--- src/epu_pkg.sv ---
package epu_pkg;

    // pixel coordinates and frame geometry.
    localparam int POS_W  = 11;
    localparam int DIM_W  = 12;
    localparam int FNUM_W = 9;

    // cavlc code word as delivered by the entropy coder.
    localparam int CODE_W = 128;
    localparam int BITS_W = 7;

    // bit accumulator in the packer.
    localparam int ACC_W     = 256;
    localparam int ACC_LEN_W = 9;

    // output word buffer.
    localparam int BUF_WORDS = 64;
    localparam int ADDR_W    = 6;
    localparam int CNT_W     = 7; // holds 0 to 64.

    // the slice header is split around the frame number field.
    localparam int SLICE_HDR_LEN = 75;
    localparam logic [48:0] SLICE_HDR_HI = {32'd1, 17'b01100101100010001};
    localparam logic [16:0] SLICE_HDR_LO = 17'b10000000000001111;

    // fixed macroblock header for i16x16 prediction with no residual flags.
    localparam int MB_HDR_LEN = 22;
    localparam logic [MB_HDR_LEN-1:0] MB_HDR = 22'b1111111111111111110111;

    typedef struct packed {
        logic [CODE_W-1:0] code; // right aligned, zero above the valid bits.
        logic [BITS_W-1:0] bits;
    } cavlc_blk_t;

    typedef struct packed {
        logic [POS_W-1:0] x;
        logic [POS_W-1:0] y;
    } blk_pos_t;

    typedef struct packed {
        logic [DIM_W-1:0]  width;  // multiple of 16.
        logic [DIM_W-1:0]  height; // multiple of 16.
        logic [FNUM_W-1:0] frame_num;
    } frame_cfg_t;

    typedef struct packed {
        logic slice_start;
        logic mb_start;
        logic last_blk;
    } blk_kind_t;

endpackage

--- src/stream_buf.sv ---
`timescale 1ns/1ps

module stream_buf (
    input  logic                       clk,
    input  logic                       rst,
    input  logic                       buf_clear,
    input  logic                       word_valid,
    input  logic [31:0]                word,
    input  logic [epu_pkg::ADDR_W-1:0] rd_addr,
    output logic [31:0]                rd_data,
    output logic [epu_pkg::CNT_W-1:0]  word_cnt
);

    import epu_pkg::*;

    logic [31:0] mem [BUF_WORDS];
    logic        full;

    assign full    = word_cnt == CNT_W'(BUF_WORDS);
    assign rd_data = mem[rd_addr];

    always_ff @(posedge clk) begin
        if (buf_clear) begin
            for (int i = 0; i < BUF_WORDS; i++) begin
                mem[i] <= '0;
            end
        end else if (word_valid && !full) begin
            mem[word_cnt[ADDR_W-1:0]] <= word;
        end
    end

    always_ff @(posedge clk) begin
        if (rst || buf_clear) begin
            word_cnt <= '0;
        end else if (word_valid && !full) begin
            word_cnt <= word_cnt + CNT_W'(1); // words past 64 are dropped.
        end
    end

endmodule

--- config.mk ---
export PLATFORM = sky130hd
export DESIGN_NAME = stream_buf
export DESIGN_NICKNAME = d
export VERILOG_FILES = /design/src/epu_pkg.sv /design/src/stream_buf.sv
export SDC_FILE = /design/constraint.sdc
export NUM_CORES = 2
export LEC_CHECK = 0
export BUFFER_PORTS_ARGS = -buffer_cell sky130_fd_sc_hd__buf_2
export CORE_AREA = 8 8 464 511
export DETAILED_ROUTE_END_ITERATION = 16
export DIE_AREA = 0 0 472 519
export PLACE_DENSITY = 0.62
export SLEW_MARGIN = 20
export SYNTH_ARGS = -nofsm -noshare
export SYNTH_HDL_FRONTEND = slang
export SYNTH_SLANG_ARGS = --single-unit
export TNS_END_PERCENT = 30
--- constraint.sdc ---
create_clock -name clk -period 2.9 [get_ports clk]
set_input_delay 0.58 -clock clk [delete_from_list [all_inputs] [get_ports clk]]
set_output_delay 0.58 -clock clk [all_outputs]
set_load 0.05 [all_outputs]
# [Word level (Yosys, flattened, before mapping)]
# Memories as Yosys holds them, arrays and structs flattened.
# Cells that the tools add are included.
[word_totals] latch_bits=0 memories=1 ram_bits=2048 rom_bits=0 reg_bits=7 inputBits=42 elab_cells=16 out_inout_bits=39
[memory_table] memory="mem" depth=64 width=32 rd=1 rd_ports_with_merged_regs=0 write_ports=64 line_no="stream_buf.sv:16" text="logic [31:0] mem [BUF_WORDS];"
[classes] bitwise_logic=0 n_mux=8 mul=0 shift=0 eq_ne=1 addsub=1 n_reduce_logical=4 div=0 magnitude_cmp=0
[op_table] operator="32-bit 2-to-1 mux" n=1
[op_table] operator="32-bit OR reduction" n=1
[op_table] operator="7-bit by 1-bit adder with 7-bit output, second input constant" n=1
[op_table] operator="7-bit == test, second input constant" n=1
[op_table] operator="1-bit 2-to-1 mux" n=6
[op_table] operator="6-bit 2-to-1 mux" n=1
[op_table] operator="1-bit logical AND" n=1
[op_table] operator="1-bit zero test" n=1
[op_table] operator="1-bit logical OR" n=1

# [Depth between registers and ports, before layout]
[depth] depth_word=8 depth_mapped=9 ltp_nobuf=7

# [Worst setup path after synthesis]
# OpenSTA, ideal clock, no wires.
[synth_timing] path_kind="in2out" from="input port rd_addr[1] in the netlist's numbering" to="output port rd_data[9]" t_required_ns=2.320 slack_ns=-1.186 t_arrival_ns=3.506 cell_stages=7 n_path_buf=2 cell_sequence="buf_4 > or2_2 > buf_1 > o22ai_1 > nor2_1 > a211o_1 > a2111oi_1"
[synth_between] elab_chain_len=1
[synth_rtl] element="from (decl)" line_no="stream_buf.sv:9" text="input logic [epu_pkg::ADDR_W-1:0] rd_addr,"
[synth_rtl] element="memory read 64 x 32 bit"
[synth_rtl] element="to (decl)" line_no="stream_buf.sv:10" text="output logic [31:0] rd_data,"
# No other way between the ends.

# [Final worst setup path]
[layout_timing] from="input port rd_addr[0] in the netlist's numbering" to="output port rd_data[31]"
# Same word-level chain as after synthesis.

==> impl_metrics.csv <==
group,metric,value,unit
drt,antenna_violating_nets_post_route,0,
setup_path,reg2reg_slack,410,ps
setup_path,crit_path_start,"rd_addr[0]",
setup_path,path_depth,11,
floorplan,dieArea,245000,um2
setup_path,crit_chain,"buf_16, buf_16, buf_16, buf_12, buf_6, mux2_2, o221ai_1, a21oi_2, o22ai_4, a211oi_4, buf_6",
timing,worst_pin_slew,1010,ps
finish,final_common_cell,"and2_1",
cts,cts_num_sinks,2055,
setup_path,path_class,"in2out",
power_and_ir_drop,ir_worst_vdd,0.483,mV
timing,layout_min_cycle_time,3560,ps
finish,final_cell_mix,"and2_1, edfxtp_1, buf_4, mux4_2, clkbuf_16",
timing,skew,36.9,ps
setup_path,cp.arrival,2980,ps
grt,grt_pass1_vias,55300,
drt,vias,55100,
synth,synthTopCellsByArea,"edfxtp_1, and2_1, mux4_2, clkbuf_1, mux2i_1",
drt,routedWlPerCell,30.4,um
synth,synth_nets,6055,
synth,synthCells,6011,
timing,fmax,281,MHz
floorplan,fp.coreArea,228000,um2
timing,drv_slew,0,
synth,synth_edf_count,2048,
timing,fin_tns_setup,-18050,ps
cts,cts_buffer_depth,3,
synth,synth_top_family_by_area,"simple AND/OR/NAND/NOR gates",
setup_path,slowest_stage,"a211oi_4",
floorplan,ios,81,
finish,n_fill_cell,19000,
placement,place_area,103000,um2
finish,drive_gt1_frac,0.298,
grt,grt.overflow.total,0,
finish,design_area,112000,um2
run,maxCapViolCount,0,
hold_path,min-delay-start,"rst",
run_status,status,"complete, but fails checks",
synth,post_synth.cell_area_avg,15.5,um2
grt,grt_pass1_wl,415,mm
timing,whs,102,ps
floorplan,die_x,472,um
placement,io_buffers,80,
hold_path,hold_path_class,"in2reg",
setup_path,worstPathMaxFanout,8,
finish,multi_input_area,30200,um2
cts,clkTransAtPathRegs,60,ps
setup_path,endpoint,"rd_data[31]",
synth,synth_ff_type,"edfxtp_1",
drt,wirelength,294,mm
synth,netlist_area,93100,um2
synth,synth_warnings,0,
synth,synth_fa_ha_area_frac,0.000269,
finish,fin_nets,6535,
setup_path,r2r-end,"mem[14][19]$_SDFFCE_PN0P_",
floorplan,die_h,519,um
finish,final_core_util,0.489,
setup_path,critical_path_buf_inv_count,6,
setup_path,rr_startpoint,"word_cnt[3]$_SDFFE_PP0P_",
placement,gp_congestion,0.873,
timing,fin_ws,-658,ps
synth,synth_top_area_cell,"edfxtp_1",
synth,synth_xor_area_frac,0.000376,
run_status,violations,"setup timing",
setup_path,startpoint_type,"input pin",
timing,rsz0062_at_grt,"true",
floorplan,row_count,184,
timing,finalHoldViolCount,0,
timing,setup_viol,32,
cts,cts-htree-levels,4,
synth,synth-compound-area-share,0.0210,
synth,synth_top_area_frac,0.660,
setup_path,endpoint_kind,"output pin",
power_and_ir_drop,p_total,0.0668,W
setup_path,reg2reg_depth,5,
drt,drc,0,
cts,cts_made_buffers,210,
cts,hold_buffers,0,
power_and_ir_drop,p_leak,39.8,nW
cts,cts_tree,"built",
cts,cts_root_buf,"clkbuf_16",
setup_path,cp.required,2320,ps
finish,area_growth,19.7,%
grt,grtUsageTotal,0.234,
synth,synth_seq_area_share,0.662,
synth,synthSimpleGateAreaFrac,0.161,
floorplan,floorplan.initialDensity,0.409,
synth,synth-seq-cells,2055,
timing,maxSlewHeadroom,0.324,
setup_path,crit_family,"compound AO/OA/AOI/OAI gates",
timing,post-route-period-util,1.23,
grt,antenna_found_initial,31,
placement,place_hpwl,187,mm
finish,regArea,61600,um2
drt,initialDrtViolationCount,6722,
power_and_ir_drop,p_per_area,599,nW/um2
cts,clock_latency,860,ps
setup_path,critPathMaxStageDelay,410,ps
setup_path,crit_top_cell,"buf_16",
synth,synth.area.mux_share,0.128,
synth,synth_cell_types,53,
synth,async_flop_share,0,
drt,vias_per_cell,5.71,
grt,grt_max_degree,66,
drt,dr.pass1.iters,5,
[metrics by stage]
stage,std cells,setup slack (ps)
final,9650,-658
after detailed placement,9203,-1390
after global routing,9643,-648
after CTS,9637,-645
after floorplan,6011,-161
after global placement,9203,-1500
[layer usage]
metal,track usage,share of wire,vias up
met3,0.0439,0.090,508
met5,0,0.00010,-
met4,0.0970,0.047,4
li1,-,-,23100
met1,0.308,0.38,28800
met2,0.385,0.48,2667
[registers in the layout, indices dropped and copies added (netlist names)]
signal    cells
word_cnt      7
mem        2048
[how the worst min path moves through the flow]
stage                               endpoint  slack [ps]  cells after the start
floorplan           word_cnt[6]$_SDFFE_PP0P_         720                      2
global placement    word_cnt[6]$_SDFFE_PP0P_         480                      2
detailed placement  word_cnt[6]$_SDFFE_PP0P_         500                      2
CTS                 word_cnt[5]$_SDFFE_PP0P_          40                      3
global route        word_cnt[6]$_SDFFE_PP0P_          80                      3
finish              word_cnt[5]$_SDFFE_PP0P_         100                      3
[cell type report]
cell class | instances | share of cell area
multi-input combinational | 3328 | 0.271
antenna | 9 | 0.000202
sequential | 2055 | 0.553
tap | 2976 | 0.0334
clock inverter | 128 | 0.00808
inverter | 8 | 0.000269
clock buffer | 258 | 0.0489
timing repair buffer | 888 | 0.0852
[worst min-delay path, stage by stage]
cell and delay, ps:
buf_2 90, or2_2 180, a21oi_1 50
[where the power goes]
part	switching, W	internal (W)
Sequential	0.000342	0.0339
Clock	0.0116	0.0141
Combinational	0.00400	0.00285
[kinds of logic after synthesis]
group                    count (synthesis)
AO/OA/AOI/OAI                          272
buffers and inverters                  628
adder cells (fa/ha/maj)                  2
XOR/XNOR                                 4
multiplexers                           586
AND/OR/NAND/NOR                       2464
flip-flops                            2055
[what timing repair did]
item / in CTS / in global routing
endpoints found under the setup margin: 32 / 32
pin swaps: 49 / 23
resized for setup: 297 / 52
setup buffers: 54 / 5
cloned: 7 / 0
[cell usage after synthesis, types with 22 or more instances]
| cell | count |
|---|---|
| and2_1 | 2049 |
| nand4_1 | 52 |
| nor2b_1 | 23 |
| o21ai_0 | 33 |
| nor2_1 | 81 |
| buf_4 | 23 |
| buf_1 | 38 |
| mux2i_1 | 63 |
| mux4_2 | 477 |
| edfxtp_1 | 2048 |
| o22ai_1 | 78 |
| clkbuf_1 | 461 |
| and3_1 | 26 |
| o221ai_1 | 48 |
| buf_2 | 87 |
| mux2_2 | 46 |
| a22oi_1 | 50 |
| or2_2 | 67 |
| nand3_1 | 56 |
| a211oi_1 | 22 |
| nand2_1 | 77 |
Power figures use the tool's default switching activity.
