$ cat config.mk
export PLATFORM = sky130hd
export DESIGN_NAME = blk_scan
export DESIGN_NICKNAME = d
export VERILOG_FILES = /design/src/epu_pkg.sv /design/src/blk_scan.sv
export SDC_FILE = /design/constraint.sdc
export NUM_CORES = 1
export LEC_CHECK = 0
export ABC_AREA = 1
export BUFFER_PORTS_ARGS = -buffer_cell sky130_fd_sc_hd__buf_2
export CORE_ASPECT_RATIO = 1.25
export CORE_UTILIZATION = 35
export DETAILED_ROUTE_END_ITERATION = 7
export SYNTH_ARGS = -nofsm -noshare
export SYNTH_HDL_FRONTEND = slang
export SYNTH_SLANG_ARGS = --single-unit
$ cat constraint.sdc
create_clock -name clk -period 2.3 [get_ports clk]
set_input_delay 0.115 -clock clk [delete_from_list [all_inputs] [get_ports clk]]
set_output_delay 0.115 -clock clk [all_outputs]
set_load 0.02 [all_outputs]
$ cat src/epu_pkg.sv
package epu_pkg;

    // pixel coordinates and frame geometry.
    localparam int POS_W  = 11;
    localparam int DIM_W  = 12;
    localparam int FNUM_W = 9;

    // cavlc code word as delivered by the entropy coder.
    localparam int CODE_W = 128;
    localparam int BITS_W = 7;

    // bit accumulator in the packer.
    localparam int ACC_W     = 256;
    localparam int ACC_LEN_W = 9;

    // output word buffer.
    localparam int BUF_WORDS = 64;
    localparam int ADDR_W    = 6;
    localparam int CNT_W     = 7; // holds 0 to 64.

    // the slice header is split around the frame number field.
    localparam int SLICE_HDR_LEN = 75;
    localparam logic [48:0] SLICE_HDR_HI = {32'd1, 17'b01100101100010001};
    localparam logic [16:0] SLICE_HDR_LO = 17'b10000000000001111;

    // fixed macroblock header for i16x16 prediction with no residual flags.
    localparam int MB_HDR_LEN = 22;
    localparam logic [MB_HDR_LEN-1:0] MB_HDR = 22'b1111111111111111110111;

    typedef struct packed {
        logic [CODE_W-1:0] code; // right aligned, zero above the valid bits.
        logic [BITS_W-1:0] bits;
    } cavlc_blk_t;

    typedef struct packed {
        logic [POS_W-1:0] x;
        logic [POS_W-1:0] y;
    } blk_pos_t;

    typedef struct packed {
        logic [DIM_W-1:0]  width;  // multiple of 16.
        logic [DIM_W-1:0]  height; // multiple of 16.
        logic [FNUM_W-1:0] frame_num;
    } frame_cfg_t;

    typedef struct packed {
        logic slice_start;
        logic mb_start;
        logic last_blk;
    } blk_kind_t;

endpackage

$ cat src/blk_scan.sv
`timescale 1ns/1ps

module blk_scan (
    input  logic                clk,
    input  logic                rst,
    input  logic                frame_reset,
    input  epu_pkg::frame_cfg_t cfg,
    input  logic                blk_valid,
    output epu_pkg::blk_kind_t  kind
);

    import epu_pkg::*;

    logic [POS_W-1:0] mb_x;
    logic [POS_W-1:0] mb_y;
    logic [1:0]       sub_x; // 4x4 column inside the macroblock.
    logic [1:0]       sub_y; // 4x4 row inside the macroblock.
    blk_pos_t         pos;
    logic             mb_last_col;
    logic             mb_last_row;

    assign pos.x = mb_x + POS_W'({sub_x, 2'b00});
    assign pos.y = mb_y + POS_W'({sub_y, 2'b00});

    assign mb_last_col = (DIM_W'(mb_x) + DIM_W'(16)) == cfg.width;
    assign mb_last_row = (DIM_W'(mb_y) + DIM_W'(16)) == cfg.height;

    always_comb begin
        kind.slice_start = (pos.x == '0) && (pos.y == '0);
        kind.mb_start    = (sub_x == 2'd0) && (sub_y == 2'd0);
        kind.last_blk    = (DIM_W'(pos.x) == cfg.width - DIM_W'(4)) &&
                           (DIM_W'(pos.y) == cfg.height - DIM_W'(4));
    end

    always_ff @(posedge clk) begin
        if (rst || frame_reset) begin
            mb_x  <= '0;
            mb_y  <= '0;
            sub_x <= '0;
            sub_y <= '0;
        end else if (blk_valid) begin
            sub_x <= sub_x + 2'd1; // wraps to 0 after the fourth column.
            if (sub_x == 2'd3) begin
                sub_y <= sub_y + 2'd1;
                if (sub_y == 2'd3) begin
                    // the sixteenth block is done so step to the next macroblock.
                    if (mb_last_col) begin
                        mb_x <= '0;
                        mb_y <= mb_last_row ? '0 : mb_y + POS_W'(16);
                    end else begin
                        mb_x <= mb_x + POS_W'(16);
                    end
                end
            end
        end
    end

endmodule

---- Word-level counts from Yosys, hierarchy flattened ----
Cells that the tools add are included.
word-level totals
  register bits after elaboration ......... 26
  input port bits ......................... 37
  output and inout port bits .............. 3
  word-level logic and storage cells ...... 33
cells by class
  $add $sub $neg .......................... 10
  equal/unequal tests ..................... 6
  multiplexer cells ....................... 2
  reduce and logical (&&, ||, !) cells .... 11
operator list
  operator                                            count
  adder 11 x 5 -> 12 bit, second input constant       2
  equality test 11 x 12 -> 1 bit                      2
  equality test 12 bit                                2
  subtractor 12 x 3 -> 12 bit, second input constant  2
  adder 11 x 4 -> 11 bit                              2
  adder 11 x 5 -> 11 bit, second input constant       2
  logical NOT 11 bit                                  2
  2-to-1 mux 11 bit                                   2
  adder 2 x 1 -> 2 bit, second input constant         2
  equality test 2 bit, second input constant          2
  logical NOT 2 bit                                   2
  AND reduction 4 bit                                 1
  logical AND 1 bit                                   3
  AND reduction 3 bit                                 1
  AND reduction 2 bit                                 1
  logical OR 1 bit                                    1

---- Depth between registers and ports, before layout ----
  depth in word-level cells ............... 3
  depth in mapped cells ................... 14
  mapped depth without buffers ............ 13

---- Worst setup path before layout ----
Ideal clock, no wire load.
  path type ............................... flip-flop to flip-flop
  start ................................... register mb_x[4]
  end ..................................... register mb_y[10]
  setup time .............................. 0.113 ns
  arrival ................................. 1.576 ns
  required time ........................... 2.187 ns
  slack ................................... 0.611 ns
  cell stages (with the launch flop) ...... 13
  path buffers ............................ 1
  clock period less this slack ............ 1.689 ns
  path through ............................ dfxtp_1 > ha_1 > inv_1 > nand2_1 > nand2_1 > nand3_1 > nor2_1 > nand3_2 > nor2_4 > nand4_4 > buf_6 > nor2_1 > nor2_1
on the way
  word-level cells in the longest chain between the ends .. 3
RTL lines
  what                                  line            RTL
  start, declared                       blk_scan.sv:14  logic [POS_W-1:0] mb_x;
  start signal, assigned                blk_scan.sv:51  mb_x <= mb_x + POS_W'(16);
  adder 11 x 5 -> 12 bit                blk_scan.sv:25  assign mb_last_col = (DIM_W'(mb_x) + DIM_W'(16)) == cfg.width;
  equality test 12 bit                  blk_scan.sv:25
  AND reduction 4 bit (no source line)  --
  end signal, assigned                  blk_scan.sv:49  mb_y <= mb_last_row ? '0 : mb_y + POS_W'(16);
  end, declared                         blk_scan.sv:15  logic [POS_W-1:0] mb_y;
Every way passes these cells.
A chain may end at the register's enable or synchronous reset.

==> impl_results.md <==
* Status: complete, no violations
* Largest net degree at the start of global routing at 17
* Drt first pass iters at 4
* Yosys warns at 0
* Worst Path Max Fanout at 7
* Leak at 1.27 nW
* Post-DRT Antenna Nets at 0
* Critical Path AT at 1890 ps
* Worst hold stages at 3
* Post-cts resize count at 0
* Min-Delay Endpoint: sub_x[0]
* Cell chain of the critical path: inv_1, nand2_1, nand2_1, nand2_1, nand2_1, nor2_1, nand2_1, nor2_1, nand2_1, nor2_1, nand4_1, nor2_1, buf_2
* WS Path Type: flip-flop to output pin
* PwrDens at 314 nW/um^2
* Post-Syn Area at 2100 sq um
* Cell taking the most area after synthesis: nand2_1
* Post CTS Setup Buffer Count at 0
* Final hold vios at 0
* Die Y at 88.6 um
* Layout fillers at 666
* CP required at 2180 ps
* Hold Crit Class: input pin to flip-flop
* Clock buffer count from CTS at 3
* Clock transition at path regs at 80 ps
* CP Capture Type: output pin
* Hold buffers post-CTS at 0
* Syn avg cell area at 5.40 sq um
* Register Area at 360 sq um
* Clk root buf: clkbuf_8
* Non-Filler Instances at 487
* Gr usage total at 0.181
* Max-Cap Viols at 0
* Inserted Diodes at 0
* Post-synthesis sequential area ratio at 0.172
* Fmax at 499 MHz
* Max-slew violations at 0
* Via count at 2337
* Reg2reg path depth at 11
* Most frequent CP cell: nand2_1
* Starting density of the core at 0.363
* Final cycle utilization of the critical path at 0.872
* Ports at 40
* Antenna violations before repair at 0
* CTS sink count at 18
* Congestion Overflow GR at 0
* CTS tree: done
* R2r setup slk at 310 ps
* Worst-Margin Slew at 347 ps
* RD Place Congestion at 0.877
* Critical R2R Launch: mb_x[4]
* First-pass GRT wire length at 9.10 mm
* Chip width at 71.3 um
* DR DRC count at 0
* Final setup viols at 0
* Cell Rows at 31
* Clk_skew at 2.48 ps
* Die Area at 6320 sq um
* RSZ-0062 raised after global routing: no
* Routed WL at 5.41 mm
* Startpoint Class: flip-flop
* H-tree level count at 1
* Slew HR at 0.769
* Hold_sp: blk_valid
* Critical Path Max Stage Delay at 460 ps
* Number of synthesized register bits at 18
* Core ar. at 5780 sq um
* Syn_nets at 434
* CTS max path bufs at 2
* Worst VDD drop at 0.194 mV
* DP HPWL at 4.47 mm
* Routed len/inst at 11.1 um
* Via-to-Cell Ratio at 4.80
* Area share of the largest cell type after synthesis at 0.236
* Area delta synth->final at 12.7%
* RR Endpoint: mb_y[8]
* I/O Buffers at 30
* Share of cells above drive strength 1 at 0.133
* Syn Inst Count at 389
* Worst-path cell with the longest stage delay: dfxtp_1
* Vias in the first global route at 2097
* Area of the multi-input gates at 1470 sq um
* Final net count at 467
* Largest cells by area after synthesis: nand2_1 24%, dfxtp_1 17%, nor2_1 12%, inv_1 10%, nand3_1 8.8%
* Distinct cell type count after synthesis at 27
* Total power at 0.000744 W
* Final Critical Period at 2010 ps
* First DRT Iteration DRCs at 124
* Final setup TNS at 0 ps
* Worst skew pair latency at 260 ps
* Placed insts at 483
## cells in the mapped netlist, drive strengths merged
master / instances
nand2: 137
nor2: 68
inv: 61
nand3: 42
dfxtp: 18
a21oi: 15
nand4: 11
o21ai: 10
ha: 8
xor2: 5
buf: 3
nor3: 3
clkbuf: 2
xnor2: 2
nand3b: 1
nor4: 1
or2: 1
xnor3: 1
## worst max path at each step
stage          slack, ps     from        to
2_1_floorplan        610  mb_x[4]  mb_y[10]
3_3_place_gp         370  mb_x[4]   mb_y[6]
3_5_place_dp         330  mb_x[4]   mb_y[8]
4_1_cts              260  mb_y[6]   kind[0]
5_1_grt               50  mb_y[6]   kind[0]
6_report             290  mb_y[6]   kind[0]
## power breakdown
| group | switching [W] | internal, W | leakage [nW] |
|---|---|---|---|
| clock network | 0.000124 | 0.000153 | 0.0288 |
| registers | 0.00000171 | 0.000313 | 0.145 |
| logic | 0.0000939 | 0.0000584 | 1.10 |
| total | 0.000220 | 0.000524 | 1.27 |
## state kept, by name, summed over array words and instances, names as in the netlist
register	flops
sub_y	2
mb_x	7
sub_x	2
mb_y	7
## metrics by stage
| stage | util | instance area [sq um] | hold slack [ps] | setup WS [ps] |
|---|---|---|---|---|
| 2_1_floorplan | - | 2100 | 292 | 611 |
| 5_1_grt | 0.410 | 2370 | 176 | 48.1 |
| 3_3_place_gp | 0.400 | 2310 | 415 | 366 |
| 4_1_cts | 0.410 | 2370 | 136 | 265 |
| 6_report | 0.410 | 2370 | 141 | 295 |
| 3_5_place_dp | 0.400 | 2310 | 409 | 332 |
## per-layer routing
layer  share of wire  track usage  vias to the layer above
li1                -            -                     1276
met1            0.46        0.220                     1028
met2            0.50        0.345                       29
met3           0.027       0.0182                        4
met4          0.0081       0.0382                        0
met5               0            0                        -
## cells by family (layout without fill, tap and decap cells)
| group | after synthesis | after routing | share of synthesized area |
|---|---|---|---|
| adders and majority gates | 8 | 8 | 0.0476 |
| AOI/OAI and AO/OA | 25 | 25 | 0.0596 |
| DFF | 18 | 18 | 0.172 |
| buffers and inverters | 66 | 98 | 0.130 |
| and+or+nand+nor | 264 | 264 | 0.552 |
| xor gates and xnor gates | 8 | 8 | 0.0399 |
## final cells by class
cell class | count | area share
clock buffers | 4 | 0.0233
inverters | 61 | 0.0967
multi-input cells | 305 | 0.620
flip-flops and latches | 18 | 0.152
well taps | 66 | 0.0349
repair buffers | 33 | 0.0729
## worst max-delay path, delay by kind of cell (launching register included)
family	cells	cell delay (ps)
flip-flops	1	460
AND/OR/NAND/NOR	11	890
buffers and inverters	2	260
## cells in the final DEF, fill, tap and decap left out, types with 4 or more instances in the layout
| cell type | count |
|---|---|
| buf_2 | 30 |
| xor2_1 | 5 |
| inv_1 | 58 |
| ha_1 | 8 |
| nand3_1 | 37 |
| o21ai_0 | 10 |
| nand3_2 | 5 |
| dfxtp_1 | 18 |
| clkbuf_8 | 4 |
| nor2_1 | 65 |
| nand4_1 | 10 |
| nand2_2 | 5 |
| nand2_1 | 132 |
| a21oi_1 | 15 |
No activity file was read; power rests on OpenSTA's default activity.
